`src/rtl/elinkPkg.sv`:
```
package elinkPkg;

  // serial link geometry
  localparam int symW = 2;       // bits per clock on the e-link
  localparam int wordW = 10;     // one 8b10b word
  localparam int wordSyms = 5;   // symbols per word

  // control bytes, all K28.y
  localparam logic [7:0] kSop = 8'h3C;   // K28.1 start of packet
  localparam logic [7:0] kEop = 8'hDC;   // K28.6 end of packet
  localparam logic [7:0] kIdle = 8'hBC;  // K28.5 idle comma

  // comma prefix abcdeif, bit a sits at bit 0 like on the wire
  localparam logic [6:0] commaNeg = 7'b1111100;  // sent at negative disparity
  localparam logic [6:0] commaPos = 7'b0000011;  // sent at positive disparity

  localparam logic rstDisp = 1'b0;  // negative, 1 would mean positive

  // code tables below read abcdei / fghj left to right, RD- column only
  localparam logic [5:0] codeK28 = 6'b001111;
  localparam logic [3:0] codeA7 = 4'b0111;  // alternate x.7

  localparam logic [5:0] code5b6b [32] = '{
    6'b100111, 6'b011101, 6'b101101, 6'b110001,  // D.00 .. D.03
    6'b110101, 6'b101001, 6'b011001, 6'b111000,  // D.04 .. D.07
    6'b111001, 6'b100101, 6'b010101, 6'b110100,  // D.08 .. D.11
    6'b001101, 6'b101100, 6'b011100, 6'b010111,  // D.12 .. D.15
    6'b011011, 6'b100011, 6'b010011, 6'b110010,  // D.16 .. D.19
    6'b001011, 6'b101010, 6'b011010, 6'b111010,  // D.20 .. D.23
    6'b110011, 6'b100110, 6'b010110, 6'b110110,  // D.24 .. D.27
    6'b001110, 6'b101110, 6'b011110, 6'b101011   // D.28 .. D.31
  };

  localparam logic [3:0] code3b4b [8] = '{
    4'b1011, 4'b1001, 4'b0101, 4'b1100,  // x.0 .. x.3
    4'b1101, 4'b1010, 4'b0110, 4'b1110   // x.4 .. x.P7
  };

endpackage
```
`src/rtl/elinkLoopback.sv`:
```
`timescale 1ns/1ps
module elinkLoopback (
  input  logic                      getDataTrig,
  input  logic                      rstN,
  input  logic                      enable,
  input  logic [7:0]                frameLen,
  input  logic [7:0]                startByte,
  output logic                      frameDone,
  output logic [elinkPkg::symW-1:0] serOut,
  output logic [7:0]                rxData,
  output logic                      rxIsK,
  output logic                      rxValid,
  output logic                      codeErr,
  output logic                      dispErr,
  output logic                      aligned
);
  import elinkPkg::*;

  logic wordReq;
  logic [7:0] genByte;
  logic genIsK;
  logic genRdy;
  logic [wordW-1:0] encWord;
  logic [wordW-1:0] alignWord;
  logic wordValid;

  // transmit side
  elinkFrameGen genI (
    .getDataTrig (getDataTrig),
    .rstN        (rstN),
    .enable      (enable),
    .frameLen    (frameLen),
    .startByte   (startByte),
    .wordReq     (wordReq),
    .byteOut     (genByte),
    .isKOut      (genIsK),
    .dataRdy     (genRdy),
    .frameDone   (frameDone)
  );

  enc8b10b encI (
    .getDataTrig (getDataTrig),
    .rstN        (rstN),
    .byteIn      (genByte),
    .isKIn       (genIsK),
    .dataRdy     (genRdy),
    .encWord     (encWord),
    .encRdy      ()  // serializer runs on its own slot count
  );

  elinkSerializer serI (
    .getDataTrig (getDataTrig),
    .rstN        (rstN),
    .encWord     (encWord),
    .serOut      (serOut),
    .wordReq     (wordReq)
  );

  // receive side, fed straight from the line
  elinkDeserializer desI (
    .getDataTrig (getDataTrig),
    .rstN        (rstN),
    .serIn       (serOut),
    .alignWord   (alignWord),
    .wordValid   (wordValid),
    .aligned     (aligned)
  );

  dec8b10b decI (
    .getDataTrig (getDataTrig),
    .rstN        (rstN),
    .wordIn      (alignWord),
    .wordValid   (wordValid),
    .rxData      (rxData),
    .rxIsK       (rxIsK),
    .codeErr     (codeErr),
    .dispErr     (dispErr),
    .rxValid     (rxValid)
  );

endmodule

```
`src/rtl/dec8b10b.sv`:
```
`timescale 1ns/1ps
module dec8b10b (
  input  logic                       getDataTrig,
  input  logic                       rstN,
  input  logic [elinkPkg::wordW-1:0] wordIn,
  input  logic                       wordValid,
  output logic [7:0]                 rxData,
  output logic                       rxIsK,
  output logic                       codeErr,
  output logic                       dispErr,
  output logic                       rxValid
);
  import elinkPkg::*;

  logic rd;  // own running disparity, high = positive
  logic [wordW-1:0] lineCode;
  logic [5:0] c6;
  logic [3:0] c4;
  logic [3:0] c4Look;
  logic [2:0] ones6;
  logic [2:0] ones4;
  logic [4:0] xDec;
  logic [2:0] yDec;
  logic isK28;
  logic hit6;
  logic hit4;
  logic rd6;
  logic rdNext;
  logic dErr;

  always_comb
  begin
    lineCode = {<<{wordIn}};  // back to abcdei fghj order
    c6 = lineCode[9:4];
    c4 = lineCode[3:0];
    ones6 = 3'($countones(c6));
    ones4 = 3'($countones(c4));
    // 6b inverse, complement only where the encoder alternates
    isK28 = (c6 == codeK28) || (c6 == ~codeK28);
    hit6 = isK28;
    xDec = isK28 ? 5'd28 : 5'd0;
    for (int i = 0; i < 32; i++)
    begin
      if (c6 == code5b6b[i] ||
          (c6 == ~code5b6b[i] && ($countones(code5b6b[i]) != 3 || i == 7)))
      begin
        hit6 = 1'b1;
        xDec = 5'(i);
      end
    end
    // 4b inverse, K28 after a negative 6b part is stored flipped
    c4Look = (isK28 && c6 == ~codeK28) ? ~c4 : c4;
    hit4 = (c4Look == codeA7) || (c4Look == ~codeA7);
    yDec = hit4 ? 3'd7 : 3'd0;
    for (int i = 0; i < 8; i++)
    begin
      if (c4Look == code3b4b[i] ||
          (c4Look == ~code3b4b[i] && ($countones(code3b4b[i]) != 2 || i == 3)))
      begin
        hit4 = 1'b1;
        yDec = 3'(i);
      end
    end
    // disparity per sub-block
    dErr = 1'b0;
    rd6 = rd;
    if (ones6 == 3'd4)
    begin
      dErr = rd;      // +2 needs negative before it
      rd6 = 1'b1;
    end
    else if (ones6 == 3'd2)
    begin
      dErr = !rd;
      rd6 = 1'b0;
    end
    rdNext = rd6;
    if (ones4 == 3'd3)
    begin
      dErr = dErr | rd6;
      rdNext = 1'b1;
    end
    else if (ones4 == 3'd1)
    begin
      dErr = dErr | !rd6;
      rdNext = 1'b0;
    end
  end

  always_ff @(posedge getDataTrig or negedge rstN)
  begin
    if (!rstN)
    begin
      rd <= rstDisp;
      rxValid <= 1'b0;
      codeErr <= 1'b0;
      dispErr <= 1'b0;
    end
    else
    begin
      rxValid <= wordValid;
      if (wordValid)
      begin
        rd <= rdNext;
        codeErr <= !(hit6 && hit4);
        dispErr <= dErr;
      end
    end
  end

  always_ff @(posedge getDataTrig)
  begin
    if (wordValid)
    begin
      rxData <= {yDec, xDec};  // HGF EDCBA
      rxIsK <= isK28;
    end
  end

endmodule

```
`src/rtl/elinkDeserializer.sv`:
```
`timescale 1ns/1ps
module elinkDeserializer (
  input  logic                       getDataTrig,
  input  logic                       rstN,
  input  logic [elinkPkg::symW-1:0]  serIn,
  output logic [elinkPkg::wordW-1:0] alignWord,
  output logic                       wordValid,
  output logic                       aligned
);
  import elinkPkg::*;

  logic [2*wordW-1:0] hist;  // newest symbol on top
  logic [2:0] lockOff;       // symbol offset of word bit a
  logic [2:0] phCnt;         // clocks since last word out
  logic [2:0] hitOff;
  logic hitFound;
  logic [2:0] selOff;
  logic emit;

  // comma search over the five symbol offsets, lowest hit wins
  always_comb
  begin
    hitFound = 1'b0;
    hitOff = '0;
    for (int off = wordSyms - 1; off >= 0; off--)
    begin
      if (hist[2*off +: 7] == commaNeg || hist[2*off +: 7] == commaPos)
      begin
        hitFound = 1'b1;
        hitOff = 3'(off);
      end
    end
    selOff = aligned ? lockOff : hitOff;
    emit = aligned ? (phCnt == 3'd0) : hitFound;  // first comma goes out too
  end

  always_ff @(posedge getDataTrig or negedge rstN)
  begin
    if (!rstN)
    begin
      hist <= '0;  // zeros never look like a comma
      aligned <= 1'b0;
      lockOff <= '0;
      phCnt <= '0;
      wordValid <= 1'b0;
    end
    else
    begin
      hist <= {serIn, hist[2*wordW-1:symW]};
      wordValid <= emit;
      if (!aligned && hitFound)
      begin
        aligned <= 1'b1;  // locks for good
        lockOff <= hitOff;
        phCnt <= 3'd1;
      end
      else if (aligned)
        phCnt <= (phCnt == 3'(wordSyms - 1)) ? 3'd0 : phCnt + 3'd1;
    end
  end

  always_ff @(posedge getDataTrig)
  begin
    if (emit)
      alignWord <= hist[{selOff, 1'b0} +: wordW];
  end

  // words only after lock, then strictly every five clocks
  wordPaceA: assert property (@(posedge getDataTrig) disable iff (!rstN)
    wordValid |-> aligned ##1 (!wordValid) [*4] ##1 wordValid);

endmodule

```
`src/rtl/elinkSerializer.sv`:
```
`timescale 1ns/1ps
module elinkSerializer (
  input  logic                       getDataTrig,
  input  logic                       rstN,
  input  logic [elinkPkg::wordW-1:0] encWord,
  output logic [elinkPkg::symW-1:0]  serOut,
  output logic                       wordReq
);
  import elinkPkg::*;

  logic [2:0] symCnt;           // symbol slot of the word on the wire
  logic [wordW-1:0] shiftReg;

  assign serOut = shiftReg[symW-1:0];  // low pair leaves first
  assign wordReq = (symCnt == 3'd2);   // three clocks ahead of the next load

  always_ff @(posedge getDataTrig or negedge rstN)
  begin
    if (!rstN)
    begin
      symCnt <= '0;
      shiftReg <= {3'b010, commaNeg};  // K28.5 at negative disparity
    end
    else if (symCnt == 3'(wordSyms - 1))
    begin
      symCnt <= '0;
      shiftReg <= encWord;  // new word enters as the count wraps to 0
    end
    else
    begin
      symCnt <= symCnt + 3'd1;
      shiftReg <= shiftReg >> symW;
    end
  end

endmodule

```
`src/rtl/enc8b10b.sv`:
```
`timescale 1ns/1ps
module enc8b10b (
  input  logic                       getDataTrig,
  input  logic                       rstN,
  input  logic [7:0]                 byteIn,
  input  logic                       isKIn,
  input  logic                       dataRdy,
  output logic [elinkPkg::wordW-1:0] encWord,
  output logic                       encRdy
);
  import elinkPkg::*;

  logic rd;          // running disparity, high = positive
  logic [4:0] x;     // EDCBA
  logic [2:0] y;     // HGF
  logic [5:0] base6;
  logic [5:0] code6;
  logic [3:0] base4;
  logic [3:0] code4;
  logic unbal6;
  logic unbal4;
  logic rd6;         // disparity between the sub-blocks
  logic useA7;
  logic rdNext;
  logic [wordW-1:0] lineCode;  // a at the top

  always_comb
  begin
    x = byteIn[4:0];
    y = byteIn[7:5];
    // 5b6b part
    base6 = isKIn ? codeK28 : code5b6b[x];  // only K28.y control codes exist here
    unbal6 = ($countones(base6) != 3);
    code6 = (rd && (unbal6 || (!isKIn && x == 5'd7))) ? ~base6 : base6;  // D.07 alternates too
    rd6 = rd ^ unbal6;
    // 3b4b part
    useA7 = (y == 3'd7) && (isKIn || (rd6 ? (x == 5'd11 || x == 5'd13 || x == 5'd14)
                                          : (x == 5'd17 || x == 5'd18 || x == 5'd20)));
    base4 = useA7 ? codeA7 : code3b4b[y];  // A7 avoids a run of five
    unbal4 = ($countones(base4) != 2);
    code4 = (rd6 && (unbal4 || y == 3'd3)) ? ~base4 : base4;
    // K28 flips its balanced 4b codes once the 6b part went negative
    if (isKIn && !rd6 && !unbal4 && y != 3'd3)
      code4 = ~code4;
    rdNext = rd6 ^ unbal4;
    lineCode = {code6, code4};
  end

  always_ff @(posedge getDataTrig or negedge rstN)
  begin
    if (!rstN)
    begin
      rd <= ~rstDisp;  // serializer preload already sent K28.5 at rstDisp
      encRdy <= 1'b0;
    end
    else
    begin
      encRdy <= dataRdy;
      if (dataRdy)
        rd <= rdNext;
    end
  end

  always_ff @(posedge getDataTrig)
  begin
    if (dataRdy)
      encWord <= {<<{lineCode}};  // a goes to bit 0, first on the wire
  end

  // every word balanced or off by two
  wordDispA: assert property (@(posedge getDataTrig) disable iff (!rstN)
    encRdy |-> ($countones(encWord) inside {4, 5, 6}));

endmodule

```
`src/rtl/elinkFrameGen.sv`:
```
`timescale 1ns/1ps
module elinkFrameGen (
  input  logic       getDataTrig,
  input  logic       rstN,
  input  logic       enable,
  input  logic [7:0] frameLen,
  input  logic [7:0] startByte,
  input  logic       wordReq,
  output logic [7:0] byteOut,
  output logic       isKOut,
  output logic       dataRdy,
  output logic       frameDone
);
  import elinkPkg::*;

  typedef enum logic [1:0] {sIdle, sPay, sEop} stateT;

  stateT state;       // word to send on the next request
  logic [7:0] remain; // payload bytes still owed
  logic [7:0] payByte;

  always_ff @(posedge getDataTrig or negedge rstN)
  begin
    if (!rstN)
    begin
      state <= sIdle;
      dataRdy <= 1'b0;
      frameDone <= 1'b0;
    end
    else
    begin
      dataRdy <= wordReq;                          // answer one clock later
      frameDone <= wordReq && (state == sEop);     // goes out with EOP
      if (wordReq)
      begin
        case (state)
          sIdle:
            if (enable)
              state <= (frameLen == 8'd0) ? sEop : sPay;  // empty frame skips payload
          sPay:
            if (remain == 8'd1)
              state <= sEop;
          default:
            state <= sIdle;
        endcase
      end
    end
  end

  // byte and frame counters
  always_ff @(posedge getDataTrig)
  begin
    if (wordReq)
    begin
      case (state)
        sIdle:
        begin
          byteOut <= enable ? kSop : kIdle;
          isKOut <= 1'b1;
          if (enable)
          begin
            payByte <= startByte;  // frame settings frozen here
            remain <= frameLen;
          end
        end
        sPay:
        begin
          byteOut <= payByte;
          isKOut <= 1'b0;
          payByte <= payByte + 8'd1;  // wraps past 0xFF
          remain <= remain - 8'd1;
        end
        default:
        begin
          byteOut <= kEop;
          isKOut <= 1'b1;
        end
      endcase
    end
  end

  // one answer per request, requests come five clocks apart
  reqRdyA: assert property (@(posedge getDataTrig) disable iff (!rstN)
    wordReq |=> dataRdy ##1 (!dataRdy) [*4]);

endmodule

```
`config.mk`:
```
export PLATFORM = sky130hd
export DESIGN_NAME = elinkLoopback
export DESIGN_NICKNAME = d
export VERILOG_FILES = /design/src/rtl/elinkPkg.sv /design/src/rtl/elinkLoopback.sv /design/src/rtl/dec8b10b.sv /design/src/rtl/elinkDeserializer.sv /design/src/rtl/elinkSerializer.sv /design/src/rtl/enc8b10b.sv /design/src/rtl/elinkFrameGen.sv
export SDC_FILE = /design/constraint.sdc
export NUM_CORES = 1
export LEC_CHECK = 0
export BUFFER_PORTS_ARGS = -buffer_cell sky130_fd_sc_hd__buf_2
export CORE_ASPECT_RATIO = 0.7
export CORE_MARGIN = 2
export CORE_UTILIZATION = 55
export DETAILED_ROUTE_END_ITERATION = 16
export GPL_ROUTABILITY_DRIVEN = 1
export PLACE_DENSITY = 0.84
export SLEW_MARGIN = 20
export SYNTH_ARGS = -nofsm -noshare
export SYNTH_HDL_FRONTEND = slang
export SYNTH_HIERARCHICAL = 1
export SYNTH_SLANG_ARGS = --single-unit
```
`constraint.sdc`:
```
create_clock -name getDataTrig -period 5.93 [get_ports getDataTrig]
set_input_delay 0 -clock getDataTrig [delete_from_list [all_inputs] [get_ports getDataTrig]]
set_output_delay 0 -clock getDataTrig [all_outputs]
set_load 0.01 [all_outputs]
```
# Word level (Yosys, flattened, before mapping)
# Memory sizes are Yosys's and may differ from the RTL's.
# Index checks and enable logic that the tools add are counted.
dict set report word_totals {
  ff_bits 104
  rom_bits 224
  in_bits 19
  out_inout_bits 16
  n_memories 2
}
dict set report classes {
  addsub 20
  n_lt_le_gt_ge 2
  n_eq_ne 96
  shifts 1
  mux 127
  bitwise 10
  reduce_logical 63
}
# name words width read_ports rd_clocked_by_memory_dff write_ports line
set memory_table {}
lappend memory_table {{(no name shown)} 32 6 1 0 0 enc8b10b.sv:32} ;# base6 = isKIn ? codeK28 : code5b6b[x];
lappend memory_table {{(no name shown)} 8 4 1 0 0 enc8b10b.sv:39} ;# base4 = useA7 ? codeA7 : code3b4b[y];
# op count
set ops {}
lappend ops {{$eq A6 B6 Y1 const B} 24}
lappend ops {{$add A32 B32 Y32} 3}
lappend ops {{$mux W5} 17}
lappend ops {{$eq A6 B5 Y1 const B} 14}
lappend ops {{$ne A32 B3 Y1 const B} 2}
lappend ops {{$mux W1} 58}
lappend ops {{$mux W3} 19}
lappend ops {{$mux W4} 14}
lappend ops {{$pmux W8 S2} 3}
lappend ops {{$eq A6 B4 Y1 const B} 7}
lappend ops {{$eq A7 B2 Y1 const B} 5}
lappend ops {{$eq A7 B7 Y1 const B} 5}
lappend ops {{$logic_or A1 B1 Y1} 32}
lappend ops {{$eq A4 B4 Y1 const B} 7}
lappend ops {{$mux W6} 4}
lappend ops {{$mux W8} 3}
lappend ops {{$add A1 B1 Y2} 10}
lappend ops {{$shiftx A20 B5 Y10} 1}
lappend ops {{$eq A6 B3 Y1 const B} 3}
lappend ops {{$eq A4 B3 Y1 const B} 4}
lappend ops {{$reduce_or A16 Y1} 1}
lappend ops {{$eq A5 B4 Y1 const B} 3}
lappend ops {{$eq A5 B5 Y1 const B} 3}
lappend ops {{$mux W2} 7}
lappend ops {{other kinds (36)} 70}

# Logic depth before layout (Yosys ltp)
# Gate-level depths: netlist of the first run.
dict set report logic_depth {
  depth_word 36
  mapped_depth 24
}

# By module
# The synthesis of the first run kept the hierarchy.
# mod n_inst cells_per_inst area_each_um2 seq_area_each_um2
set by_module_without_submodules {}
lappend by_module_without_submodules {elinkDeserializer 1 158 1986.9 1001.0}
lappend by_module_without_submodules {dec8b10b 1 246 1930.6 370.4}
lappend by_module_without_submodules {elinkFrameGen 1 126 1443.9 850.8}
lappend by_module_without_submodules {enc8b10b 1 115 1164.9 351.6}
lappend by_module_without_submodules {elinkSerializer 1 36 543.0 332.8}

# Least setup slack after synthesis of the first run
# OpenSTA, ideal clock, no wires.
dict set report synth_path {
  path_type {register -> register}
  start {register genI.byteOut[0]}
  end {register encI/encWord[6] (netlist name), data pin}
  setup_time_ps 276
  t_arrival_ps 5798
  slack_ps -143
  stages_incl_launch_ff 24
  n_path_buf 0
  synth_period_minus_slack_ps 6073
  path_cell_list {edfxtp_1 > inv_1 > ha_1 > nor2_1 > a2111oi_0 > nor3b_1 > fa_1 > fa_1 > inv_1 > ha_1 > inv_1 > fa_1 > nand3b_1 > xnor2_1 > or3_1 > a32o_1 > fa_1 > ha_1 > ha_1 > nor3b_1 > o21a_1 > nand3_1 > o21ai_1 > xor2_1}
}
dict set report synth_between {
  elab_chain_cells 22
  word_cells_on_any_way 41
}
# element line
set synth_rtl {}
lappend synth_rtl {{start: declaration} elinkFrameGen.sv:9} ;# output logic [7:0] byteOut,
lappend synth_rtl {{start signal: assignment} elinkFrameGen.sv:58} ;# byteOut <= enable ? kSop : kIdle;
lappend synth_rtl {{start signal: assignment} elinkFrameGen.sv:68} ;# byteOut <= payByte;
lappend synth_rtl {{start signal: assignment} elinkFrameGen.sv:75} ;# byteOut <= kEop;
lappend synth_rtl {{$not A5 Y6 (implied by the code)} enc8b10b.sv:32}
lappend synth_rtl {{$mem_v2 Z32 W6} n/a}
lappend synth_rtl {{$mux W6 (implied by the code) (2 in a row)} enc8b10b.sv:32}
lappend synth_rtl {{$mux W6} enc8b10b.sv:32}
lappend synth_rtl {{$add A1 B1 Y2 (implied by the code)} enc8b10b.sv:33} ;# unbal6 = ($countones(base6) != 3);
lappend synth_rtl {{$add A32 B32 Y32 (implied by the code) (2 in a row)} enc8b10b.sv:33}
lappend synth_rtl {{$ne A32 B3 Y1} enc8b10b.sv:33}
lappend synth_rtl {{$xor A1 B1 Y1} enc8b10b.sv:35} ;# rd6 = rd ^ unbal6;
lappend synth_rtl {{(+5 left out)} n/a}
lappend synth_rtl {{$add A32 B32 Y32 (implied by the code)} enc8b10b.sv:40} ;# unbal4 = ($countones(base4) != 2);
lappend synth_rtl {{$ne A32 B3 Y1} enc8b10b.sv:40}
lappend synth_rtl {{$logic_or A1 B1 Y1} enc8b10b.sv:41} ;# code4 = (rd6 && (unbal4 || y == 3'd3)) ? ~base4 : base4;
lappend synth_rtl {{$logic_and A1 B1 Y1} enc8b10b.sv:41}
lappend synth_rtl {{$mux W4} enc8b10b.sv:41}
lappend synth_rtl {{$not A4 Y4} enc8b10b.sv:44} ;# code4 = ~code4;
lappend synth_rtl {{$mux W4 *} enc8b10b.sv:43} ;# if (isKIn && !rd6 && !unbal4 && y != 3'd3)
lappend synth_rtl {{named net encI.code4[3]} enc8b10b.sv:19} ;# logic [3:0] code4;
lappend synth_rtl {{end signal: assignment} enc8b10b.sv:67} ;# encWord <= {<<{lineCode}};
lappend synth_rtl {{end: declaration} enc8b10b.sv:8} ;# output logic [elinkPkg::wordW-1:0] encWord,
# Mark *: on every way through the listed nets, which the timed path passes. The rest lies on a longest branch. The select of a mux whose other input is x is not followed.
# A chain may end at the register's enable or synchronous reset.

# Worst setup path in the final report of the first run
dict set report layout_path {
  start {register genI.byteOut[1]}
  end {register encI/encWord[7] (netlist name), data pin}
}
# Same word-level chain as after synthesis.

==> results of run 1 <==
metal layers:
metal,vias up,global-route usage,wire (um)
li1,2620,-,-
met4,0,0.06216,400
met3,49,0.05831,1125
met2,272,0.3940,8206
met1,2740,0.3095,6784
met5,-,0,0
worst min-delay path: cells and delay by family:
kind / cells / cell delay, ns
and+or+nand+nor: 2 / 0.14
buffers and inverters: 1 / 0.11
AOI/OAI and AO/OA: 1 / 0.09
stage by stage:
step | setup TNS [ns] | hold WS [ns]
after floorplan | 0 | -0.2956
after global placement | 0 | 0.1454
after detailed placement | -0.7887 | 0.1449
after CTS | -0.001324 | 0.08610
after global routing | -1.508 | 0.1271
final | -0.3651 | 0.1071
cell type report:
| class | instances | share of cell area |
|---|---|---|
| Timing Repair Buffer | 82 | 0.07362 |
| Tap cell | 162 | 0.02538 |
| Inverter | 33 | 0.01582 |
| Sequential cell | 104 | 0.3607 |
| Clock inverter | 7 | 0.005639 |
| Clock buffer | 9 | 0.02820 |
| Multi-Input combinational cell | 505 | 0.4906 |
path summary, 6_finish.rpt:
check	from	end	slack [ns]	depth (start not counted)
setup / recovery	genI/byteOut[1]	encI/encWord[7]	-0.11	24
hold / removal	enable	genI/byteOut[7]	0.11	4
setup reg to reg	genI/byteOut[1]	encI/encWord[7]	-0.11	24
hold reg to reg	serI/shiftReg[0]	desI/hist[18]	0.41	0
max in group asynchronous	rstN	decI/rd	5.19	3
min in group asynchronous	rstN	genI/state[1]	0.31	3
layout by cell type, fill, tap and decap left out, drive strengths merged, types with 7 or more instances in the layout:
| cell | instances |
|---|---|
| o21ai | 44 |
| ha | 26 |
| clkbuf | 9 |
| a21oi | 30 |
| nand3 | 19 |
| xor2 | 18 |
| edfxtp | 54 |
| nand3b | 7 |
| nor4 | 8 |
| nor2b | 12 |
| inv | 35 |
| dlygate4sd3 | 17 |
| and3 | 13 |
| mux2i | 29 |
| mux2 | 24 |
| dfrtp | 43 |
| nand2 | 62 |
| nand2b | 13 |
| xnor2 | 10 |
| nor3 | 8 |
| nor2 | 35 |
| dfstp | 7 |
| buf | 65 |
| fa | 8 |
| o211ai | 7 |
| nor3b | 12 |
registers in the layout, summed over array words and instances, names as in the netlist, 8 cells and up:
name and count:
desI/hist 20, desI/alignWord 10, encI/encWord 10, serI/shiftReg 10, decI/rxData 8, genI/byteOut 8
genI/payByte 8, genI/remain 8
where the power goes:
part           internal [uW]  switching (uW)  leakage (uW)
logic                    683             869       0.00202
clock network            285             267      0.000132
registers                996             244       0.00108
total                   1960            1380       0.00323
repair_timing:
action,CTS,global route
hold endpoints to repair,59,0
buffers inserted,6,5
resized for setup,17,11
pin swaps,11,8
setup endpoints to repair,5,5
hold buffers,17,0
==> results by group, run 1 <==
Clock network
  – Worst skew pair latency: between 0.3 and 0.4 ns
  – Reg clk slew, reported paths: 0.07 ns
  – Clk root buf: clkbuf_16
  – Longest Clk Path Bufs: 2
  – Inserted Clock Buffers: 9
  – H-tree Lvls: 3
  – CTS tree: yes
  – CTS sink count: approximately 100

Routing
  – Post-DR wirelength/cell: ~18 um
  – Antenna-violating nets left: 0
  – Number of DRC markers in iteration 0: 532
  – DRT Pass-1 Iters: 5
  – DR vias: 5,681
  – Via density: 6.298
  – DRC viols: 0
  – Final wirelength: about 17,000 um

Die
  – Die ar.: between 10,000 and 15,000 um2
  – Initial cell density of the core: 0.5651
  – Die Y: 98.69 um
  – Core area: 12,460 um2
  – Rows: 34
  – Die Wd: approximately 140 um
  – Io pins: 35

STA
  – Fin. max-slew vios: 0
  – Minimum clock period: 6.042 ns
  – RSZ-0062 raised after global routing: yes
  – Rel. slew slack: 0.3628
  – Crit share post-route: 1.019
  – Clock Skews: 0.01304 ns
  – Worst Setup Slack, final: -0.1125 ns
  – Hold Vio Cnt, Final: 0
  – Count of final setup violators: 4
  – Worst-Margin Slew: 0.9559 ns
  – FMAX: 165.5 MHz

Critical path
  – Worst path bufs/invs: 4
  – Data required, critical path: 6.01 ns
  – Critical path's most frequent cell: fa_1
  – Worst path cell trace: buf_6, ha_2, or2b_1, nand3b_1, o311ai_2, a21oi_2, fa_1, fa_1, inv_1, ha_2, inv_2, fa_1, nand3b_1, xnor2_2, or3_4, a32o_2, fa_1, ha_2, ha_4, nor3b_4, o21a_1, buf_6, o21ai_4, xor2_1
  – Slowest CP cell: fa_1
  – Critical path class: flip-flop to flip-flop
  – Max incr delay on CP: 0.47 ns
  – Max Fanout on Critical Path: 4
  – Signal arrival time at the worst endpoint: 6.12 ns
  – Startpoint Class: flip-flop
  – Worst setup EP type: flip-flop
  – Delay-heaviest family, CP: adder cells

Synthesis
  – Mapped Nets: ~730
  – Post-Syn Area: 7044 um2
  – Mean Syn Cell Area: about 10 um2
  – Ys Warns: 6
  – Post-Syn Instances: 680

Global route
  – Initial antenna violation count: 0
  – Vias in the first global route: about 5,500
  – GRT Total Usage: 0.2353
  – First-pass GRT wire length: 26,590 um
  – Largest net degree at the start of global routing: 51
  – Total grt overflow: 0

Hold path
  – Worst hold path class: primary input to flip-flop

Finish
  – # fillers: 936
  – FF/Latch Area: approximately 2900 um2
  – Multi-input logic area: roughly 3900 um2
  – Final core occ: 0.6408
  – Final net count: 788
  – Antenna cells: 0
  – Post-Layout Inst Area: about 8000 um2
  – Final Non-Filler Cells: 902
  – Layout area overhead: 13.39%
  – Layout cells sized above 1: 0.2216

Placed design
  – Placer Congestion: 0.9355
  – I/O Buffers: 34
  – Area after DPL: 7322 um2
  – Placed insts: 857
  – Dpl hpwl: between 10,000 and 15,000 um
  – Pre-CTS WS: -0.2090 ns

Power and ir drop
  – Total Power: 3344 uW
  – IR Drop Worst-Case VDD: between 400 and 500 uV
  – PwrDens: about 420 nW/um2
  – Leak: 0.003235 uW

Status
  – Violated checks: setup timing
  – Status: finished with violations

Job
  – Maximum Capacitance Violations: 0
(Power assumes the default switching activity.)
==> run 2: changes to the inputs <==
--- a/config.mk
+++ b/config.mk
@@ -8,10 +8,11 @@
 export BUFFER_PORTS_ARGS = -buffer_cell sky130_fd_sc_hd__buf_2
 export CORE_ASPECT_RATIO = 0.7
 export CORE_MARGIN = 2
-export CORE_UTILIZATION = 55
+export CORE_UTILIZATION = 25
+export CTS_CLUSTER_SIZE = 20
 export DETAILED_ROUTE_END_ITERATION = 16
 export GPL_ROUTABILITY_DRIVEN = 1
-export PLACE_DENSITY = 0.84
+export PLACE_DENSITY = 0.49
 export SLEW_MARGIN = 20
 export SYNTH_ARGS = -nofsm -noshare
 export SYNTH_HDL_FRONTEND = slang
==> results by group, run 2 (synthesis gave the netlist of run 1 again) <==
Status
  – Status: finished with violations
  – Violated checks: setup timing

STA
  – Rel. slew slack: 0.3298 (-0.03296)
  – Worst Setup Slack, final: -0.09080 ns (+0.02167 ns)
  – Hold Vio Cnt, Final: 0 (unchanged)
  – FMAX: 166.1 MHz (+0.36%)
  – Minimum clock period: 6.021 ns (-0.02167 ns)
  – Crit share post-route: 1.015 (-0.003654)
  – Hold Slack: 0.1733 ns (+0.06622 ns)
  – Worst-Margin Slew: 1.005 ns (+0.04944 ns)
  – Count of final setup violators: 4 (unchanged)
  – Fin. max-slew vios: 0 (unchanged)
  – Clock Skews: 0.01013 ns (-0.002918 ns)
  – RSZ-0062 raised after global routing: yes

Finish
  – Final net count: 791 (+0.38%)
  – Antenna cells: 0 (unchanged)
  – Final Non-Filler Cells: 1,114 (+24%)
  – Layout cells sized above 1: 0.2221 (+0.0004511)
  – Leading cell type in the layout, fill and taps excluded: nand2_1
  – Most frequent cells in the layout: nand2_1 (60), edfxtp_1 (54), dfrtp_1 (43)
  – Layout area overhead: 18.24%
  – Largest register FFs: 20 (unchanged)
  – Top reg by flops: desI/hist
  – Post-Layout Inst Area: 8329 um2 (+4.3%)

Critical path
  – Critical path's most frequent cell: fa_1
  – Signal arrival time at the worst endpoint: 6.12 ns (about the same)
  – Startpoint Class: flip-flop
  – Worst setup EP type: flip-flop
  – Data required, critical path: 6.03 ns (+0.02 ns)
  – Critical path class: flip-flop to flip-flop
  – Slowest CP cell: fa_1
  – Max Fanout on Critical Path: 5 (+1)
  – Worst path cell trace: buf_6, ha_4, or2b_1, nand3b_1, o311ai_2, a21oi_2, fa_1, fa_1, inv_1, ha_2, inv_2, fa_1, nand3b_1, xnor2_2, or3_4, a32o_2, fa_1, ha_2, ha_4, nor3b_4, o21a_1, buf_6, o21ai_4, xor2_1
  – Worst path bufs/invs: 4 (unchanged)
  – Delay-heaviest family, CP: adder cells
  – Max incr delay on CP: 0.52 ns (+0.05 ns)

Job
  – Maximum Capacitance Violations: 0 (unchanged)

Routing
  – DRC viols: 0 (unchanged)
  – Final wirelength: 16,300 um (-1.3%)
  – Via density: 4.791 (-24%)
  – DR vias: 5,337 (-6.1%)
  – Antenna-violating nets left: 0 (unchanged)
  – Post-DR wirelength/cell: 14.63 um (-20%)
  – Number of DRC markers in iteration 0: 505 (-5.1%)
  – DRT Pass-1 Iters: 5 (unchanged)

Global route
  – Met3 usage: 0.02907 (-0.02924)
  – Initial antenna violation count: 0 (unchanged)
  – Met1 Use GR: 0.1707 (-0.1388)
  – GRT Total Usage: 0.1145 (-0.1208)
  – Vias in the first global route: 5,159 (-7.0%)
  – GR Util met2: 0.1613 (-0.2328)
  – Layer carrying the most global-route usage: met1
  – First-pass GRT wire length: 26,920 um (+1.2%)
  – Total grt overflow: 0 (unchanged)
  – Largest net degree at the start of global routing: 51 (unchanged)

Power and ir drop
  – Leak: 0.003283 uW (+1.5%)
  – P_sw: 1334 uW (-3.3%)
  – Seq pwr share: 0.349 (-0.022)
  – IR Drop Worst-Case VDD: 188.0 uV (-55%)
  – Internal: 2063 uW (+5.1%)
  – PwrDens: 407.9 nW/um2 (-2.5%)
  – Sw Share: 0.3928 (-0.01997)
  – Comb pwr share: 0.461 (-0.003)
  – Clk pwr share: 0.190 (+0.025)

Clock network
  – Longest Clk Path Bufs: 2 (unchanged)
  – Clk root buf: clkbuf_16
  – CTS tree: yes
  – Worst skew pair latency: 0.36 ns (about the same)
  – CTS sink count: 104 (unchanged)
  – H-tree Lvls: 3 (unchanged)
  – Reg clk slew, reported paths: 0.07 ns (about the same)
  – Inserted Clock Buffers: 9 (unchanged)

Die
  – Io pins: 35 (unchanged)
  – Die Wd: 204.6 um (+47%)
  – Die Y: 144.4 um (+46%)
  – Initial cell density of the core: 0.2538 (-0.3114)
  – Rows: 51 (+50%)
  – Die ar.: 29,560 um2 (+120%)
  – Core area: 27,760 um2 (+120%)

Placed design
  – Placed insts: 1,073 (+25%)
  – Pre-CTS WS: -0.1574 ns (+0.05158 ns)
  – Dpl hpwl: 11,430 um (+4.4%)
  – Area after DPL: 7636 um2 (+4.3%)
  – Placer Congestion: 0.7921 (-15%)
  – I/O Buffers: 34 (unchanged)

Hold path
  – Worst hold path class: primary input to flip-flop
==> run 2: changes by cell type in the layout (fill, tap and decap cells not counted), sizes merged <==
cell / change
clkbuf: +5
buf: +3
bufinv: +1
clkinvlp: -2
clkinv: -2
inv: -2
==> run 2: path summary, 6_finish.rpt <==
kind / start / endpoint / slack [ns] / cells past startpoint
worst min-delay path: enable / genI/byteOut[7] / 0.17 / 4
max in group asynchronous: rstN / serI/shiftReg[7] / 5.14 / 3
worst max register to register: genI/byteOut[1] / encI/encWord[8] / -0.09 / 24
worst min register to register: serI/shiftReg[1] / desI/hist[19] / 0.37 / 0
worst max-delay path: genI/byteOut[1] / encI/encWord[8] / -0.09 / 24
min in group asynchronous: rstN / decI/dispErr / 0.30 / 3
==> run 2: worst reg2reg max path: cells and delay by family, from the launching register on <==
kind / cells / cell delay (ns)
buffers and inverters: 4 / 0.38
AO/OA/AOI/OAI: 5 / 0.89
adder cells (fa/ha/maj): 8 / 2.57
XOR/XNOR: 2 / 0.31
flip-flops: 1 / 0.47
AND/OR/NAND/NOR: 5 / 1.14
==> run 2: stage by stage <==
stage	power (uW)	TNS, ns	util
floorplan	2386	0	-
global placement	2733	-0.07002	0.2751
detailed placement	2736	-0.6184	0.2751
CTS	3410	-0.3394	0.2962
global route	3677	-1.620	0.3001
finish	3398	-0.3522	0.3001
==> run 2: timing repair <==
item,in CTS,in global routing
pin swaps,10,16
gates resized for setup,14,14
endpoints found under the setup margin,4,5
hold buffers,17,0
hold endpoints to repair,59,0
buffers inserted,4,6
==> run 2: area by class of cell <==
class | instances | area [um2]
clock buffers | 14 | 295.3
clock inverters | 2 | 33.78
fillers | 2888 | 19430
inverters | 33 | 126.4
multi-input cells | 505 | 3925
flip-flops and latches | 104 | 2882
well taps | 371 | 464.2
repair buffers | 85 | 603.1
==> run 2: routing by layer <==
metal  wire (um)  vias to the layer above
met4         221                        0
met1        8592                     2598
li1            -                     2632
met3         645                       14
met5           0                        -
met2        6839                       93
==> run 2: power groups by stage <==
| stage | Combinational, uW | Clock [uW] | Sequential, uW |
|---|---|---|---|
| floorplan | 1250 | 0 | 1130 |
| detailed placement | 1540 | 0 | 1200 |
| CTS | 1560 | 669 | 1190 |
| finish | 1570 | 647 | 1180 |
| global placement | 1530 | 0 | 1200 |
| global route | 1760 | 696 | 1220 |
==> run 3: changes to the inputs <==
--- a/config.mk
+++ b/config.mk
@@ -8,11 +8,11 @@
 export BUFFER_PORTS_ARGS = -buffer_cell sky130_fd_sc_hd__buf_2
 export CORE_ASPECT_RATIO = 0.7
 export CORE_MARGIN = 2
-export CORE_UTILIZATION = 25
+export CORE_UTILIZATION = 45
 export CTS_CLUSTER_SIZE = 20
 export DETAILED_ROUTE_END_ITERATION = 16
 export GPL_ROUTABILITY_DRIVEN = 1
-export PLACE_DENSITY = 0.49
+export PLACE_DENSITY = 0.72
 export SLEW_MARGIN = 20
 export SYNTH_ARGS = -nofsm -noshare
 export SYNTH_HDL_FRONTEND = slang
==> results by group, run 3 (synthesis gave the netlist of run 1 again) <==
Finish
  – Layout cells sized above 1: 0.2177 (-0.004386)
  – Largest register FFs: 20 (unchanged)
  – Final core occ: 0.5206 (+0.2206)
  – Leading cell type in the layout, fill and taps excluded: nand2_1
  – Most frequent cells in the layout: nand2_1 (60), edfxtp_1 (54), dfrtp_1 (43)
  – Antenna cells: 0 (unchanged)
  – Layout area overhead: 13.85%
  – Top reg by flops: desI/hist
  – Final net count: 783 (-1.0%)

Die
  – Die ar.: 16,690 um2 (-44%)
  – Die Y: 108.7 um (-25%)
  – Rows: 38 (-25%)
  – Core area: 15,400 um2 (-45%)
  – Io pins: 35 (unchanged)
  – Initial cell density of the core: 0.4573 (+0.2035)
  – Die Wd: 153.5 um (-25%)

Clock network
  – Inserted Clock Buffers: 9 (unchanged)
  – Clk root buf: clkbuf_16
  – CTS tree: yes
  – CTS sink count: 104 (unchanged)
  – Worst skew pair latency: 0.36 ns (about the same)
  – Reg clk slew, reported paths: 0.07 ns (about the same)
  – Longest Clk Path Bufs: 2 (unchanged)
  – H-tree Lvls: 3 (unchanged)

Placed design
  – I/O Buffers: 34 (unchanged)
  – Dpl hpwl: 10,460 um (-8.5%)
  – Pre-CTS WS: -0.1623 ns (-0.004836 ns)
  – Placer Congestion: 0.9192 (+16%)

Global route
  – GRT Total Usage: 0.1867 (+0.07220)
  – Largest net degree at the start of global routing: 51 (unchanged)
  – Total grt overflow: 0 (unchanged)
  – Initial antenna violation count: 0 (unchanged)
  – Vias in the first global route: 5,068 (-1.8%)
  – First-pass GRT wire length: 25,320 um (-5.9%)

Critical path
  – Worst setup EP type: flip-flop
  – Data required, critical path: 6.03 ns (about the same)
  – Signal arrival time at the worst endpoint: 6.05 ns (-0.07 ns)
  – Delay-heaviest family, CP: adder cells
  – Worst path bufs/invs: 4 (unchanged)
  – Slowest CP cell: fa_1
  – Startpoint Class: flip-flop
  – Max Fanout on Critical Path: 4 (-1)
  – Critical path's most frequent cell: fa_1
  – Worst path cell trace: buf_6, ha_1, or2b_1, nand3b_1, o311ai_1, a21oi_2, fa_1, fa_1, inv_1, ha_1, inv_2, fa_1, nand3b_1, xnor2_2, or3_4, a32o_2, fa_1, ha_2, ha_1, nor3b_4, o21a_1, buf_6, o21ai_4, xor2_1
  – Critical path class: flip-flop to flip-flop
  – Max incr delay on CP: 0.51 ns (about the same)

STA
  – Fin. max-slew vios: 0 (unchanged)
  – Hold Vio Cnt, Final: 0 (unchanged)
  – Worst-Margin Slew: 0.9753 ns (-0.03005 ns)
  – Hold Slack: 0.1112 ns (-0.06205 ns)
  – Rel. slew slack: 0.3498 (+0.02003)
  – Minimum clock period: 5.951 ns (-0.06990 ns)
  – Clock Skews: 0.01219 ns (+0.002063 ns)
  – Worst Setup Slack, final: -0.02091 ns (+0.06990 ns)
  – FMAX: 168.0 MHz (+1.2%)
  – RSZ-0062 raised after global routing: yes
  – Crit share post-route: 1.004 (-0.01179)
  – Setup_tns: -0.02091 ns (+0.3313 ns)
  – Count of final setup violators: 1 (-3)

Power and ir drop
  – Leak: 0.003223 uW (-1.8%)
  – Total Power: 3349 uW (-1.4%)
  – IR Drop Worst-Case VDD: 225.7 uV (+20%)
  – PwrDens: 417.6 nW/um2 (+2.4%)

Routing
  – DR vias: 5,424 (+1.6%)
  – Antenna-violating nets left: 0 (unchanged)
  – Via density: 5.801 (+21%)
  – Post-DR wirelength/cell: 16.19 um (+11%)
  – DRC viols: 0 (unchanged)
  – DRT Pass-1 Iters: 5 (unchanged)
  – Number of DRC markers in iteration 0: 533 (+5.5%)
  – Final wirelength: 15,140 um (-7.1%)

Job
  – Maximum Capacitance Violations: 0 (unchanged)

Status
  – Violated checks: setup timing
  – Status: finished with violations

Hold path
  – Worst hold path class: primary input to flip-flop
-- run 3: cell count changes in the layout (fill, tap and decap cells not counted), sizes merged --
cell	delta
buf	-8
clkbuf	-5
clkinv	+2
inv	+2
clkinvlp	+1
-- run 3: worst reg2reg max path: cells and delay by family (launching register included) --
kind                       cells  cell delay [ns]
adders and majority gates      8             2.57
DFF                            1             0.45
xor gates and xnor gates       2             0.35
AOI/OAI and AO/OA              5             0.87
and+or+nand+nor                5             1.06
buffers and inverters          4             0.38
-- run 3: layout make-up --
cell class / count / area [um2]
multi-input combinational: 505 / 3908
inverter: 33 / 126.4
fill: 1357 / 7385
timing repair buffer: 77 / 550.5
tap: 200 / 250.2
sequential: 104 / 2882
clock inverter: 7 / 78.83
clock buffer: 9 / 225.2
-- run 3: metrics by stage --
stage / std cells / cell area [um2]
global placement: 895 / 7370
detailed placement: 895 / 7370
floorplan: 680 / 7053
CTS: 932 / 7913
global route: 935 / 8020
finish: 935 / 8020
-- run 3: report_power, final --
| group | switching, uW | internal [uW] |
|---|---|---|
| Combinational | 835 | 675 |
| Sequential | 233 | 996 |
| Clock | 279 | 332 |
| Total | 1350 | 2000 |
-- run 3: worst paths after layout --
path / endpoint / cells past startpoint / startpoint / slack [ns]
max: encI/encWord[7] / 24 / genI/byteOut[1] / -0.02
max in group asynchronous: serI/shiftReg[1] / 3 / rstN / 5.21
max reg2reg: encI/encWord[7] / 24 / genI/byteOut[1] / -0.02
min reg2reg: desI/hist[19] / 0 / serI/shiftReg[1] / 0.37
min in group asynchronous: desI/phCnt[2] / 3 / rstN / 0.27
min: genI/byteOut[7] / 4 / enable / 0.11
-- run 3: repair_timing --
item / 4_1_cts / 5_1_grt
endpoints found under the hold margin: 59 / 0
pin swaps: 11 / 11
hold buffers: 17 / 0
buffers inserted: 4 / 3
endpoints found under the setup margin: 4 / 5
resized for setup: 12 / 20
-- run 3: layer usage --
metal / part of all wire / track usage / up-vias / wire length [um]
met4: 0.010 / 0.04063 / 0 / 153
met2: 0.47 / 0.3032 / 162 / 7093
met5: 0 / 0 / - / 0
met1: 0.47 / 0.2594 / 2630 / 7077
met3: 0.054 / 0.04173 / 15 / 815
li1: - / - / 2617 / -
